$ cat config.mk
export PLATFORM = sky130hd
export DESIGN_NAME = dma_wh_subsys
export DESIGN_NICKNAME = d
export VERILOG_FILES = /design/src/verilog/wh_dma_pkg.sv /design/src/verilog/wh_link_if.sv /design/src/verilog/cache_dma_to_wormhole.sv /design/src/verilog/dma_wh_subsys.sv /design/src/verilog/two_fifo.sv /design/src/verilog/wh_link_merge.sv /design/src/verilog/wh_mem_endpoint.sv
export SDC_FILE = /design/constraint.sdc
export NUM_CORES = 2
export LEC_CHECK = 0
export BUFFER_PORTS_ARGS = -buffer_cell sky130_fd_sc_hd__buf_4
export CAP_MARGIN = 20
export CORE_UTILIZATION = 35
export CTS_CLUSTER_SIZE = 10
export DETAILED_ROUTE_END_ITERATION = 7
export SYNTH_ARGS = -nofsm -noshare
export SYNTH_HDL_FRONTEND = slang
export SYNTH_SLANG_ARGS = --single-unit
$ cat constraint.sdc
create_clock -name clk_i -period 7.4 [get_ports clk_i]
set_clock_uncertainty 0.15 [all_clocks]
set_input_delay 0 -clock clk_i [delete_from_list [all_inputs] [get_ports clk_i]]
set_output_delay 0 -clock clk_i [all_outputs]
set_load 0.02 [all_outputs]
$ cat src/verilog/wh_dma_pkg.sv
/*
 * shared widths, flit type, DMA request packet and wormhole header flit
 */

`default_nettype none

package wh_dma_pkg;

  // flit width matches the cache DMA data width
  localparam int flit_width_p = 32;
  localparam int addr_width_p = 28;
  localparam int cid_width_p  = 1;
  localparam int len_width_p  = 4;

  typedef logic [flit_width_p-1:0] flit_t;

  typedef struct packed {
    logic                    write_not_read;
    logic [addr_width_p-1:0] addr;
  } dma_pkt_s;

  // len counts the flits after the header
  typedef struct packed {
    logic [flit_width_p-len_width_p-cid_width_p-2:0] unused;
    logic [len_width_p-1:0]                          len;
    logic [cid_width_p-1:0]                          cid;
    logic                                            write_not_read;
  } wh_header_s;

endpackage

`default_nettype wire

$ cat src/verilog/wh_link_if.sv
/*
 * bidirectional wormhole link, client and server modports
 */

`timescale 1ns/1ns
`default_nettype none

interface wh_link_if
  import wh_dma_pkg::*;
  ();

  // client to server
  logic  fwd_v;
  flit_t fwd_data;
  logic  fwd_ready;

  // server to client
  logic  rev_v;
  flit_t rev_data;
  logic  rev_ready;

  modport client (
    output fwd_v, fwd_data, rev_ready,
    input  fwd_ready, rev_v, rev_data
  );

  modport server (
    input  fwd_v, fwd_data, rev_ready,
    output fwd_ready, rev_v, rev_data
  );

endinterface

`default_nettype wire

$ cat src/verilog/cache_dma_to_wormhole.sv
/*
 * cache DMA port to wormhole link bridge
 * send FSM for header/addr/evict data, receive FSM for fill data
 */

`timescale 1ns/1ns
`default_nettype none

module cache_dma_to_wormhole
  import wh_dma_pkg::*;
  #(parameter int block_len_p = 4
  , parameter int cid_p       = 0
  )
  (input  logic     clk_i
  , input  logic     reset_i

  , input  dma_pkt_s dma_pkt_i
  , input  logic     dma_pkt_v_i
  , output logic     dma_pkt_yumi_o

  , output flit_t    dma_data_o
  , output logic     dma_data_v_o
  , input  logic     dma_data_ready_i

  , input  flit_t    dma_data_i
  , input  logic     dma_data_v_i
  , output logic     dma_data_yumi_o

  , wh_link_if.client link
  );

  localparam logic [len_width_p-1:0] last_lp = len_width_p'(block_len_p - 1);

  // request packet fifo
  dma_pkt_s pkt_lo;
  logic     pkt_v_lo;
  logic     pkt_ready_lo;
  logic     pkt_yumi_li;

  two_fifo #(.payload_t(dma_pkt_s)) pkt_fifo (
    .clk_i   (clk_i)
    ,.reset_i(reset_i)
    ,.v_i    (dma_pkt_v_i)
    ,.data_i (dma_pkt_i)
    ,.ready_o(pkt_ready_lo)
    ,.v_o    (pkt_v_lo)
    ,.data_o (pkt_lo)
    ,.yumi_i (pkt_yumi_li)
  );

  // nothing is accepted in reset
  assign dma_pkt_yumi_o = pkt_ready_lo & dma_pkt_v_i & ~reset_i;

  // fill flits from the link
  flit_t ret_data_lo;
  logic  ret_v_lo;
  logic  ret_yumi_li;

  two_fifo #(.payload_t(flit_t)) return_fifo (
    .clk_i   (clk_i)
    ,.reset_i(reset_i)
    ,.v_i    (link.rev_v)
    ,.data_i (link.rev_data)
    ,.ready_o(link.rev_ready)
    ,.v_o    (ret_v_lo)
    ,.data_o (ret_data_lo)
    ,.yumi_i (ret_yumi_li)
  );

  wh_header_s header_flit;
  assign header_flit.unused         = '0;
  assign header_flit.write_not_read = pkt_lo.write_not_read;
  assign header_flit.cid            = cid_width_p'(cid_p);
  // addr plus data for writes, addr only for reads
  assign header_flit.len = pkt_lo.write_not_read
    ? len_width_p'(1 + block_len_p)
    : len_width_p'(1);

  typedef enum logic [1:0] {
    SEND_RESET,
    SEND_HEADER,
    SEND_ADDR,
    SEND_DATA
  } send_state_e;

  send_state_e send_state_r;
  send_state_e send_state_n;
  logic [len_width_p-1:0] send_cnt_r;
  logic send_up;
  logic send_clear;

  always_comb begin
    send_state_n    = send_state_r;
    pkt_yumi_li     = 1'b0;
    send_up         = 1'b0;
    send_clear      = 1'b0;
    link.fwd_v      = 1'b0;
    link.fwd_data   = dma_data_i;
    dma_data_yumi_o = 1'b0;

    case (send_state_r)
      SEND_RESET: begin
        send_state_n = SEND_HEADER;
      end

      SEND_HEADER: begin
        link.fwd_data = header_flit;
        if (pkt_v_lo) begin
          link.fwd_v = 1'b1;
          if (link.fwd_ready) begin
            send_state_n = SEND_ADDR;
          end
        end
      end

      SEND_ADDR: begin
        link.fwd_data = flit_width_p'(pkt_lo.addr);
        link.fwd_v    = pkt_v_lo;
        if (pkt_v_lo & link.fwd_ready) begin
          pkt_yumi_li  = 1'b1;
          send_state_n = pkt_lo.write_not_read ? SEND_DATA : SEND_HEADER;
        end
      end

      SEND_DATA: begin
        // evict data goes straight through to the link
        link.fwd_v      = dma_data_v_i;
        dma_data_yumi_o = dma_data_v_i & link.fwd_ready;
        if (dma_data_yumi_o) begin
          if (send_cnt_r == last_lp) begin
            send_clear   = 1'b1;
            send_state_n = SEND_HEADER;
          end else begin
            send_up = 1'b1;
          end
        end
      end

      default: begin
        send_state_n = SEND_HEADER;
      end
    endcase
  end

  typedef enum logic [1:0] {
    RECV_RESET,
    RECV_HEADER,
    RECV_DATA
  } recv_state_e;

  recv_state_e recv_state_r;
  recv_state_e recv_state_n;
  logic [len_width_p-1:0] recv_cnt_r;
  logic recv_up;
  logic recv_clear;

  assign dma_data_o = ret_data_lo;

  always_comb begin
    recv_state_n = recv_state_r;
    ret_yumi_li  = 1'b0;
    dma_data_v_o = 1'b0;
    recv_up      = 1'b0;
    recv_clear   = 1'b0;

    case (recv_state_r)
      RECV_RESET: begin
        recv_state_n = RECV_HEADER;
      end

      RECV_HEADER: begin
        // reply header carries nothing the cache needs
        ret_yumi_li = ret_v_lo;
        if (ret_v_lo) begin
          recv_state_n = RECV_DATA;
        end
      end

      RECV_DATA: begin
        dma_data_v_o = ret_v_lo;
        ret_yumi_li  = ret_v_lo & dma_data_ready_i;
        if (ret_yumi_li) begin
          if (recv_cnt_r == last_lp) begin
            recv_clear   = 1'b1;
            recv_state_n = RECV_HEADER;
          end else begin
            recv_up = 1'b1;
          end
        end
      end

      default: begin
        recv_state_n = RECV_HEADER;
      end
    endcase
  end

  always_ff @(posedge clk_i) begin
    if (reset_i) begin
      send_state_r <= SEND_RESET;
      recv_state_r <= RECV_RESET;
      send_cnt_r   <= '0;
      recv_cnt_r   <= '0;
    end else begin
      send_state_r <= send_state_n;
      recv_state_r <= recv_state_n;
      if (send_clear) begin
        send_cnt_r <= '0;
      end else if (send_up) begin
        send_cnt_r <= send_cnt_r + 1'b1;
      end
      if (recv_clear) begin
        recv_cnt_r <= '0;
      end else if (recv_up) begin
        recv_cnt_r <= recv_cnt_r + 1'b1;
      end
    end
  end

endmodule

`default_nettype wire

$ cat src/verilog/dma_wh_subsys.sv
/*
 * two cache DMA bridges merged onto one memory endpoint
 */

`timescale 1ns/1ns
`default_nettype none

module dma_wh_subsys
  import wh_dma_pkg::*;
  #(parameter int block_len_p  = 4
  , parameter int mem_blocks_p = 16
  )
  (input  logic                clk_i
  , input  logic                reset_i

  , input  dma_pkt_s [1:0]      dma_pkt_i
  , input  logic [1:0]          dma_pkt_v_i
  , output logic [1:0]          dma_pkt_yumi_o

  , output flit_t [1:0]         dma_data_o
  , output logic [1:0]          dma_data_v_o
  , input  logic [1:0]          dma_data_ready_i

  , input  flit_t [1:0]         dma_data_i
  , input  logic [1:0]          dma_data_v_i
  , output logic [1:0]          dma_data_yumi_o
  );

  wh_link_if link0 ();
  wh_link_if link1 ();
  wh_link_if mem_link ();

  cache_dma_to_wormhole #(.block_len_p(block_len_p), .cid_p(0)) bridge0 (
    .clk_i            (clk_i)
    ,.reset_i         (reset_i)
    ,.dma_pkt_i       (dma_pkt_i[0])
    ,.dma_pkt_v_i     (dma_pkt_v_i[0])
    ,.dma_pkt_yumi_o  (dma_pkt_yumi_o[0])
    ,.dma_data_o      (dma_data_o[0])
    ,.dma_data_v_o    (dma_data_v_o[0])
    ,.dma_data_ready_i(dma_data_ready_i[0])
    ,.dma_data_i      (dma_data_i[0])
    ,.dma_data_v_i    (dma_data_v_i[0])
    ,.dma_data_yumi_o (dma_data_yumi_o[0])
    ,.link            (link0)
  );

  cache_dma_to_wormhole #(.block_len_p(block_len_p), .cid_p(1)) bridge1 (
    .clk_i            (clk_i)
    ,.reset_i         (reset_i)
    ,.dma_pkt_i       (dma_pkt_i[1])
    ,.dma_pkt_v_i     (dma_pkt_v_i[1])
    ,.dma_pkt_yumi_o  (dma_pkt_yumi_o[1])
    ,.dma_data_o      (dma_data_o[1])
    ,.dma_data_v_o    (dma_data_v_o[1])
    ,.dma_data_ready_i(dma_data_ready_i[1])
    ,.dma_data_i      (dma_data_i[1])
    ,.dma_data_v_i    (dma_data_v_i[1])
    ,.dma_data_yumi_o (dma_data_yumi_o[1])
    ,.link            (link1)
  );

  wh_link_merge #(.block_len_p(block_len_p)) merge (
    .clk_i   (clk_i)
    ,.reset_i(reset_i)
    ,.up0    (link0)
    ,.up1    (link1)
    ,.down   (mem_link)
  );

  wh_mem_endpoint #(
    .block_len_p  (block_len_p)
    ,.mem_blocks_p(mem_blocks_p)
  ) mem (
    .clk_i   (clk_i)
    ,.reset_i(reset_i)
    ,.link   (mem_link)
  );

endmodule

`default_nettype wire

$ cat src/verilog/two_fifo.sv
/*
 * two-entry valid/ready FIFO with a typed payload
 */

`timescale 1ns/1ns
`default_nettype none

module two_fifo
  #(parameter type payload_t = logic
  )
  (input  logic     clk_i
  , input  logic     reset_i

  , input  logic     v_i
  , input  payload_t data_i
  , output logic     ready_o

  , output logic     v_o
  , output payload_t data_o
  , input  logic     yumi_i
  );

  payload_t mem_r [2];
  logic rptr_r;
  logic wptr_r;
  logic full_r;
  logic empty_r;
  logic enq;

  assign ready_o = ~full_r;
  assign v_o     = ~empty_r;
  assign data_o  = mem_r[rptr_r];
  assign enq     = v_i & ~full_r;

  always_ff @(posedge clk_i) begin
    if (enq) begin
      mem_r[wptr_r] <= data_i;
    end
  end

  always_ff @(posedge clk_i) begin
    if (reset_i) begin
      rptr_r  <= 1'b0;
      wptr_r  <= 1'b0;
      full_r  <= 1'b0;
      empty_r <= 1'b1;
    end else begin
      if (enq) begin
        wptr_r <= ~wptr_r;
      end
      if (yumi_i) begin
        rptr_r <= ~rptr_r;
      end
      // flags only move when one side acts alone
      if (enq & ~yumi_i) begin
        empty_r <= 1'b0;
        full_r  <= (~wptr_r == rptr_r);
      end else if (yumi_i & ~enq) begin
        full_r  <= 1'b0;
        empty_r <= (~rptr_r == wptr_r);
      end
    end
  end

endmodule

`default_nettype wire

$ cat src/verilog/wh_link_merge.sv
/*
 * two-to-one wormhole link merge
 * round-robin packet grant forward, cid steering on replies
 */

`timescale 1ns/1ns
`default_nettype none

module wh_link_merge
  import wh_dma_pkg::*;
  #(parameter int block_len_p = 4
  )
  (input  logic clk_i
  , input  logic reset_i

  , wh_link_if.server up0
  , wh_link_if.server up1
  , wh_link_if.client down
  );

  // longest packet body is addr plus one block
  localparam int max_len_lp   = block_len_p + 1;
  localparam int cnt_width_lp = $clog2(max_len_lp + 1);

  // forward path
  logic fwd_busy_r;
  logic fwd_sel_r;
  logic last_sel_r;
  logic [cnt_width_lp-1:0] fwd_cnt_r;
  logic pick;
  logic fwd_sel;
  logic fwd_fire;
  wh_header_s fwd_hdr;

  always_comb begin
    if (up0.fwd_v & up1.fwd_v) begin
      pick = ~last_sel_r;
    end else begin
      pick = up1.fwd_v;
    end
  end

  assign fwd_sel       = fwd_busy_r ? fwd_sel_r : pick;
  assign down.fwd_v    = fwd_sel ? up1.fwd_v : up0.fwd_v;
  assign down.fwd_data = fwd_sel ? up1.fwd_data : up0.fwd_data;
  assign up0.fwd_ready = down.fwd_ready & ~fwd_sel;
  assign up1.fwd_ready = down.fwd_ready & fwd_sel;
  assign fwd_fire      = down.fwd_v & down.fwd_ready;
  assign fwd_hdr       = down.fwd_data;

  always_ff @(posedge clk_i) begin
    if (reset_i) begin
      fwd_busy_r <= 1'b0;
      fwd_sel_r  <= 1'b0;
      last_sel_r <= 1'b1;
      fwd_cnt_r  <= '0;
    end else if (fwd_fire) begin
      if (!fwd_busy_r) begin
        // header flit locks the grant
        fwd_busy_r <= (fwd_hdr.len != '0);
        fwd_sel_r  <= fwd_sel;
        last_sel_r <= fwd_sel;
        fwd_cnt_r  <= cnt_width_lp'(fwd_hdr.len);
      end else begin
        fwd_cnt_r <= fwd_cnt_r - 1'b1;
        if (fwd_cnt_r == cnt_width_lp'(1)) begin
          fwd_busy_r <= 1'b0;
        end
      end
    end
  end

  // reverse path
  logic rev_busy_r;
  logic rev_sel_r;
  logic [cnt_width_lp-1:0] rev_cnt_r;
  logic rev_sel;
  logic rev_fire;
  wh_header_s rev_hdr;

  assign rev_hdr        = down.rev_data;
  assign rev_sel        = rev_busy_r ? rev_sel_r : rev_hdr.cid[0];
  assign up0.rev_v      = down.rev_v & ~rev_sel;
  assign up1.rev_v      = down.rev_v & rev_sel;
  assign up0.rev_data   = down.rev_data;
  assign up1.rev_data   = down.rev_data;
  assign down.rev_ready = rev_sel ? up1.rev_ready : up0.rev_ready;
  assign rev_fire       = down.rev_v & down.rev_ready;

  always_ff @(posedge clk_i) begin
    if (reset_i) begin
      rev_busy_r <= 1'b0;
      rev_sel_r  <= 1'b0;
      rev_cnt_r  <= '0;
    end else if (rev_fire) begin
      if (!rev_busy_r) begin
        rev_busy_r <= (rev_hdr.len != '0);
        rev_sel_r  <= rev_sel;
        rev_cnt_r  <= cnt_width_lp'(rev_hdr.len);
      end else begin
        rev_cnt_r <= rev_cnt_r - 1'b1;
        if (rev_cnt_r == cnt_width_lp'(1)) begin
          rev_busy_r <= 1'b0;
        end
      end
    end
  end

endmodule

`default_nettype wire

$ cat src/verilog/wh_mem_endpoint.sv
/*
 * block memory endpoint, stores write blocks and answers reads
 */

`timescale 1ns/1ns
`default_nettype none

module wh_mem_endpoint
  import wh_dma_pkg::*;
  #(parameter int block_len_p  = 4
  , parameter int mem_blocks_p = 16
  )
  (input  logic clk_i
  , input  logic reset_i

  , wh_link_if.server link
  );

  localparam int block_bytes_lp = block_len_p * (flit_width_p / 8);
  localparam int mem_words_lp   = mem_blocks_p * block_len_p;
  localparam int blk_width_lp   = (mem_blocks_p > 1) ? $clog2(mem_blocks_p) : 1;
  localparam int word_width_lp  = (mem_words_lp > 1) ? $clog2(mem_words_lp) : 1;
  localparam logic [len_width_p-1:0] last_lp = len_width_p'(block_len_p - 1);

  typedef enum logic [2:0] {
    EP_HEADER,
    EP_ADDR,
    EP_WDATA,
    EP_RHDR,
    EP_RDATA
  } ep_state_e;

  ep_state_e state_r;
  ep_state_e state_n;
  logic replying;

  flit_t in_data;
  logic  in_v;
  logic  in_ready;
  logic  in_yumi;

  // no new flits while a reply is on its way out
  assign replying       = (state_r == EP_RHDR) | (state_r == EP_RDATA);
  assign link.fwd_ready = in_ready & ~replying;

  two_fifo #(.payload_t(flit_t)) in_fifo (
    .clk_i   (clk_i)
    ,.reset_i(reset_i)
    ,.v_i    (link.fwd_v & ~replying)
    ,.data_i (link.fwd_data)
    ,.ready_o(in_ready)
    ,.v_o    (in_v)
    ,.data_o (in_data)
    ,.yumi_i (in_yumi)
  );

  flit_t mem_r [mem_words_lp];
  logic wnr_r;
  logic [cid_width_p-1:0] cid_r;
  logic [blk_width_lp-1:0] blk_r;
  logic [len_width_p-1:0] cnt_r;
  logic [word_width_lp-1:0] word_idx;
  logic [addr_width_p-1:0] in_addr;
  logic [blk_width_lp-1:0] in_blk;
  wh_header_s in_hdr;
  wh_header_s reply_hdr;

  assign in_hdr   = in_data;
  assign in_addr  = in_data[addr_width_p-1:0];
  // block index wraps at the memory depth
  assign in_blk   = blk_width_lp'((in_addr / block_bytes_lp) % mem_blocks_p);
  assign word_idx = word_width_lp'(blk_r * block_len_p + cnt_r);

  assign reply_hdr.unused         = '0;
  assign reply_hdr.len            = len_width_p'(block_len_p);
  assign reply_hdr.cid            = cid_r;
  assign reply_hdr.write_not_read = 1'b0;

  always_comb begin
    state_n       = state_r;
    in_yumi       = 1'b0;
    link.rev_v    = 1'b0;
    link.rev_data = mem_r[word_idx];

    case (state_r)
      EP_HEADER: begin
        in_yumi = in_v;
        if (in_v) begin
          state_n = EP_ADDR;
        end
      end
      EP_ADDR: begin
        in_yumi = in_v;
        if (in_v) begin
          state_n = wnr_r ? EP_WDATA : EP_RHDR;
        end
      end
      EP_WDATA: begin
        in_yumi = in_v;
        if (in_v & (cnt_r == last_lp)) begin
          state_n = EP_HEADER;
        end
      end
      EP_RHDR: begin
        link.rev_v    = 1'b1;
        link.rev_data = reply_hdr;
        if (link.rev_ready) begin
          state_n = EP_RDATA;
        end
      end
      EP_RDATA: begin
        link.rev_v = 1'b1;
        if (link.rev_ready & (cnt_r == last_lp)) begin
          state_n = EP_HEADER;
        end
      end
      default: begin
        state_n = EP_HEADER;
      end
    endcase
  end

  always_ff @(posedge clk_i) begin
    if ((state_r == EP_WDATA) & in_v) begin
      mem_r[word_idx] <= in_data;
    end
    if ((state_r == EP_HEADER) & in_v) begin
      wnr_r <= in_hdr.write_not_read;
      cid_r <= in_hdr.cid;
    end
    if ((state_r == EP_ADDR) & in_v) begin
      blk_r <= in_blk;
    end
  end

  always_ff @(posedge clk_i) begin
    if (reset_i) begin
      state_r <= EP_HEADER;
      cnt_r   <= '0;
    end else begin
      state_r <= state_n;
      if (state_n != state_r) begin
        cnt_r <= '0;
      end else if (((state_r == EP_WDATA) & in_v) | ((state_r == EP_RDATA) & link.rev_ready)) begin
        cnt_r <= cnt_r + 1'b1;
      end
    end
  end

endmodule

`default_nettype wire
**Word-level counts from Yosys, hierarchy flattened**

Memories as Yosys holds them, arrays and structs flattened. A register that Yosys moved wholly into a read port is not among the register bits.
Index checks and enable logic that the tools add are counted.
W data, S select, Z words.

- Memories: 6
- Bits in read-only memories: 0
- Register bits after elaboration: 68
- Latch bits: 0
- Memory bits (writable): 2,356
- Logic and storage cells: 330
- Output and inout port bits: 70

- $mul: 0
- Order comparisons: 0
- Muxes and demuxes: 128
- Bitwise operators: 77
- Add/subtract/negate cells: 8
- Reduce and logical (&&, ||, !) cells: 23
- Eq/ne operators: 48
- Divide/modulo/power cells: 0
- Shifts and indexed selects: 0

Memories:

| memory | depth | width | rd ports | clocked after Yosys merged registers in | wr ports | RTL line | source |
|---|---|---|---|---|---|---|---|
| mem.mem_r | 64 | 32 | 1 | 0 | 1 | wh_mem_endpoint.sv:57 | `flit_t mem_r [mem_words_lp];` |
| bridge0.return_fifo.mem_r | 2 | 32 | 1 | 1 | 1 | two_fifo.sv:23 | `payload_t mem_r [2];` |
| bridge1.return_fifo.mem_r | 2 | 32 | 1 | 1 | 1 | two_fifo.sv:23 |  |
| mem.in_fifo.mem_r | 2 | 32 | 1 | 1 | 1 | two_fifo.sv:23 |  |
| bridge0.pkt_fifo.mem_r | 2 | 29 | 1 | 1 | 1 | two_fifo.sv:23 |  |
| bridge1.pkt_fifo.mem_r | 2 | 29 | 1 | 1 | 1 | two_fifo.sv:23 |  |

Operators with widths:

| kind | count |
|---|---|
| $pmux W32 S2 | 2 |
| $mux W1 | 88 |
| $mux W32 | 2 |
| $and A1 B1 Y1 | 38 |
| $not A1 Y1 | 37 |
| $mux W2 | 18 |
| $mux W3 | 9 |
| $ne A2 B1 Y1 const B | 12 |
| $add A4 B1 Y4 const B | 5 |
| $eq A4 B2 Y1 const B | 5 |
| $pmux W2 S4 | 2 |
| $pmux W3 S5 | 1 |
| $eq A2 B2 Y1 const B | 6 |
| $reduce_or A2 Y1 | 6 |
| $eq A1 B1 Y1 | 10 |
| $reduce_and A5 Y1 | 2 |
| $reduce_bool A2 Y1 | 5 |
| $eq A3 B1 Y1 const B | 3 |
| $eq A2 B1 Y1 const B | 4 |
| $ne A2 B2 Y1 const B | 4 |
| $pmux W2 S2 | 2 |
| $reduce_bool A4 Y1 | 2 |
| $add A6 B4 Y6 | 1 |
| $eq A3 B2 Y1 const B | 2 |
| 11 further kinds | 18 |

**Depth between registers and ports, before layout**

- Depth in word-level cells: 13
- Mapped depth: 17
- Gate-level depth less buffers: 14

**Hierarchy**

Synthesis repeated with hierarchy kept, for this count alone.

- Cells, all modules: 5,528
- Area total of the unflattened synthesis: 96,326.1 um2

Modules (own cells, without submodules):

| module | instances | area an instance (um2) | sequential area each (um2) | cells an instance |
|---|---|---|---|---|
| wh_mem_endpoint | 1 | 79,677.7 | 61,819.3 | 4,373 |
| two_fifo at bridge0.return_fifo ... | 3 | 2,656.3 | 2,021.9 | 123 |
| two_fifo at bridge0.pkt_fifo ... | 2 | 2,344.7 | 1,841.8 | 113 |
| wh_link_merge | 1 | 1,631.6 | 220.2 | 190 |
| cache_dma_to_wormhole at bridge1 | 1 | 1,182.4 | 240.2 | 185 |
| cache_dma_to_wormhole at bridge0 | 1 | 1,176.1 | 240.2 | 185 |

**Worst setup path after synthesis**

Ideal clock, no wire load.

- Path kind: reg-to-reg
- Start point: reg mem.cnt_r[2]
- End point: mem bridge1.return_fifo.mem_r[0][0] (netlist name), enable pin
- Path buffers: 0
- Setup slack: 1.244 ns
- Arrival: 5.501 ns
- Setup time: 0.505 ns
- Cell stages (with the launch flop): 10
- Path through: dfxtp_1 ha_1 fa_1 inv_1 nor4b_1 a21oi_1 o22ai_1 or4_4 a21oi_2 nor4_1

- Cells in the longest elaborated chain, start to end: 8

Ends and longest elaborated chain:

| element | RTL line | source |
|---|---|---|
| start, declared | wh_mem_endpoint.sv:61 | `logic [len_width_p-1:0] cnt_r;` |
| start signal, assigned | wh_mem_endpoint.sv:145 | `cnt_r <= cnt_r + 1'b1;` |
| $add A6 B4 Y6 | wh_mem_endpoint.sv:72 | `assign word_idx = word_width_lp'(blk_r * block_len_p + cnt_r);` |
| $mem_v2 Z64 W32 | -- |  |
| $mux W32 | wh_mem_endpoint.sv:85 | `case (state_r)` |
| $mux W1 | wh_link_merge.sv:82 | `assign rev_sel = rev_busy_r ? rev_sel_r : rev_hdr.cid[0];` |
| $and A1 B1 Y1 | wh_link_merge.sv:84 | `assign up1.rev_v = down.rev_v & rev_sel;` |
| $and A1 B1 Y1 | two_fifo.sv:33 | `assign enq = v_i & ~full_r;` |
| $mux W1 | two_fifo.sv:36 | `if (enq) begin` |
| $mux W1 (implied by the code) | two_fifo.sv:37 | `mem_r[wptr_r] <= data_i;` |
| end, declared | two_fifo.sv:23 |  |

No other way between the ends.

**Worst setup path after layout**

- Start point: reg mem.blk_r[0]
- End point: mem bridge0.return_fifo.mem_r[1][20] (netlist name), enable pin

- Cells in the longest elaborated chain, start to end: 9

Ends and longest elaborated chain:

| element | RTL line | source |
|---|---|---|
| start, declared | wh_mem_endpoint.sv:60 | `logic [blk_width_lp-1:0] blk_r;` |
| start signal, assigned | wh_mem_endpoint.sv:132 | `blk_r <= in_blk;` |
| $add A6 B4 Y6 | wh_mem_endpoint.sv:72 |  |
| $mem_v2 Z64 W32 | -- |  |
| $mux W32 | wh_mem_endpoint.sv:85 |  |
| $mux W1 | wh_link_merge.sv:82 |  |
| $not A1 Y1 | wh_link_merge.sv:83 | `assign up0.rev_v = down.rev_v & ~rev_sel;` |
| $and A1 B1 Y1 | wh_link_merge.sv:83 |  |
| $and A1 B1 Y1 | two_fifo.sv:33 |  |
| $mux W1 | two_fifo.sv:36 |  |
| $mux W1 (implied by the code) | two_fifo.sv:37 |  |
| end, declared | two_fifo.sv:23 |  |

No other way between the ends.

==> flow_summary.json <==
{
  "synth_cell_types": 90,
  "syn_to_final_growth_pct": 18.56,
  "syn-cell-area_mm2": 0.09100,
  "worstMarginPinSlew_ps": 1139,
  "min_period_ps": 5625,
  "rsz0062_at_grt": "no",
  "crit_chain": "ha_4, buf_4, mux2_2, a222oi_1, nand2_1, o2bb2ai_1, or4_4, a21oi_2, and3_2",
  "cp-startpoint": "mem.blk_r[0]",
  "ys_ff_latch": 2429,
  "timing.final.ws_setup_ps": 1775,
  "numClockSinks": 2429,
  "power.total_mw": 30.97,
  "synth_ff_type": "edfxtp_1",
  "hp-class": "in2reg",
  "post-cts-setup-buffers": 0,
  "ant_nets": 0,
  "vdd_drop_max_mv": 0.1697,
  "muxShareOfSynthArea_pct": 3.037,
  "power_density_mw_per_mm2": 287.1,
  "slew_viol_final": 0,
  "fp.dieArea_mm2": 0.2620,
  "synth_top_family_by_area": "compound AO/OA/AOI/OAI gates",
  "initial_core_util_pct": 35.32,
  "status": "finished, final reports clean",
  "grt_max_degree": 111,
  "leakagePower_nw": 33.43,
  "synth_compound_area_share_pct": 12.02,
  "seqCellArea_mm2": 0.07228,
  "portBuffers": 199,
  "slowest_delay_ps": 990,
  "yosysTopAreaCell": "edfxtp_1",
  "vias_per_cell": 5.874,
  "yosys-top-cells-count": "edfxtp_1 (2362), a22oi_1 (638), clkbuf_1 (191)",
  "clkTransAtPathRegs_ps": 50,
  "synth_fa_ha_area_share_pct": 0.4345,
  "drv_cap": 0,
  "synthesis.nets": 5257,
  "wirelength_um": 274700,
  "synth_xor_area_share_pct": 0.1636,
  "place_area_mm2": 0.09756,
  "first_iter_violations": 6873,
  "crit_path_max_fanout": 64,
  "synthArstFlopShare_pct": 0,
  "dieWidth_um": 511.9,
  "cts_made_buffers": 296,
  "track_usage_pct": 20.47,
  "synthSimpleGateAreaFrac_pct": 3.079,
  "yosysTopAreaCellShare_pct": 77.95,
  "grt_pass1_vias": 52990,
  "r2r-start": "mem.blk_r[0]",
  "antenna_found_initial": 9,
  "drive_gt1_share_pct": 17.13,
  "cp-end-kind": "flip-flop",
  "clock_tree.root_cell": "clkbuf_16",
  "finalHoldViolCount": 0,
  "critPathArrivalTime_ps": 5970,
  "final_nets": 5862,
  "tns_ps": 0,
  "hp-start": "dma_data_i[40]",
  "seq_area_frac_synth_pct": 79.42,
  "yosysWarnings": 0,
  "min_period_over_period_pct": 76.02,
  "synth_area_leaders": "edfxtp_1 (78%), a22oi_1 (5.3%), mux2_2 (1.7%)",
  "place_ws_ps": 1800,
  "setup_viol": 0,
  "dr_total_vias": 53710,
  "fill_cells": 22300,
  "synth_edf_count": 2362,
  "drc": 0,
  "cts_max_path_buffers": 4,
  "multiInputGateArea_mm2": 0.01765,
  "rows": 186,
  "stdcell_area_mm2": 0.1079,
  "path_class": "reg2reg",
  "worst_ep_required_time_ps": 7740,
  "cts_tree": "yes",
  "first_pass_iters": 8,
  "ios": 200,
  "synth.most_common_cell": "edfxtp_1",
  "critPathSlowestCell": "and3_2",
  "netlist_instances": 5096,
  "grt_pass1_wl_um": 389300,
  "maxSlewHeadroom_pct": 23.89,
  "place_congestion": 0.8699,
  "fmax_mhz": 177.8,
  "syn_avg_cell_area_um2": 17.86,
  "post-dp-hpwl_um": 154600,
  "wl_per_cell_um": 30.04,
  "clk_latency_ps": 930,
  "htreeDepth": 5,
  "die_y_um": 511.9,
  "core_area_mm2": 0.2576,
  "fin_util_pct": 41.88,
  "start_kind": "flip-flop",
  "overflow": 0
}
-- sequential cells by signal (all words and copies together) (netlist names), 2 cells and up, named ones only --
register,cells
bridge0.return_fifo.mem_r,64
bridge1.recv_cnt_r,4
bridge1.return_fifo.mem_r,64
merge.rev_cnt_r,3
bridge1.recv_state_r,2
mem.cnt_r,4
mem.in_fifo.mem_r,64
bridge1.send_cnt_r,4
mem.state_r,3
bridge1.pkt_fifo.mem_r,58
bridge0.send_cnt_r,4
mem.mem_r,2048
mem.blk_r,4
bridge0.pkt_fifo.mem_r,58
bridge0.recv_cnt_r,4
bridge0.send_state_r,2
bridge0.recv_state_r,2
bridge1.send_state_r,2
merge.fwd_cnt_r,3
-- cell type report --
cell class / instances / share of cell area, %
flip-flops and latches: 2429 / 66.99
multi-input cells: 2275 / 16.36
clock buffers: 332 / 7.117
repair buffers: 636 / 5.249
well taps: 3384 / 3.925
inverters: 63 / 0.2192
clock inverters: 16 / 0.1148
diodes: 8 / 0.01856
-- placed cells by master, fill, tap and decap left out, drive strengths merged, types with 9 or more instances in the layout --
cell	Yosys	routed
nor3	27	27
nor4	22	22
ha	30	30
nor2	185	185
mux2i	83	83
a22o	138	138
dlygate4sd3	0	237
a31oi	127	127
nand3	22	22
mux4	16	16
buf	138	399
a221o	13	13
a21oi	115	115
o221ai	29	29
xor2	12	12
a21o	9	9
a221oi	158	158
nor3b	11	11
nand4	97	97
inv	63	69
a22oi	638	638
nand3b	12	12
clkbuf	191	332
o22ai	9	9
clkinv	0	9
o211ai	10	10
o21ai	49	49
nor2b	15	15
o21a	26	26
dfxtp	67	67
nand2b	19	19
o2bb2ai	31	31
a211oi	13	13
a41oi	17	17
edfxtp	2362	2362
mux2	139	139
nand2	78	78
and2	17	17
-- power by group --
| group | switching [mW] | internal [mW] |
|---|---|---|
| Clock | 5.12 | 7.23 |
| Sequential | 0.0578 | 16.1 |
| Combinational | 1.81 | 0.682 |
-- worst max-delay path, delay by kind of cell (launching register included) --
kind / cells / cell delay, ps
buf+inv: 1 / 480
mux: 1 / 390
fa+ha+maj: 1 / 890
compound gates: 3 / 990
simple gates: 3 / 1760
flops: 1 / 410
-- timing repair --
action                     CTS  global route
hold buffers               237             0
hold endpoints to repair   359             0
setup endpoints to repair    0             0
resized for setup            0             0
-- per-layer routing --
layer / up-vias / wire [um] / GRT usage [%]
li1: 22320 / - / -
met1: 27900 / 107500 / 27.18
met2: 3005 / 131200 / 33.16
met3: 486 / 25220 / 3.806
met4: 2 / 10740 / 8.095
met5: - / 13 / 0
-- per-stage QoR --
step	hold WS, ps	std cells
after CTS	1.869	9129
after floorplan	-51.13	5096
after detailed placement	38.73	8544
after global routing	51.49	9136
final	59.86	9143
after global placement	36.64	8537
-- logic make-up after synthesis --
group,after synthesis
AOI/OAI and AO/OA,1446
xor gates and xnor gates,17
adders and majority gates,31
buffers and inverters,392
DFF,2429
muxes,238
and+or+nand+nor,543
-- final timing paths --
kind	to	slack [ps]	cells after the start
max	bridge0.return_fifo.mem_r[1][20]	1770	9
min	mem.in_fifo.mem_r[1][8]	60	5
max reg2reg	bridge0.return_fifo.mem_r[1][20]	1770	9
min reg2reg	merge.last_sel_r	350	2
Note: power is estimated with default switching activity, not from simulation.
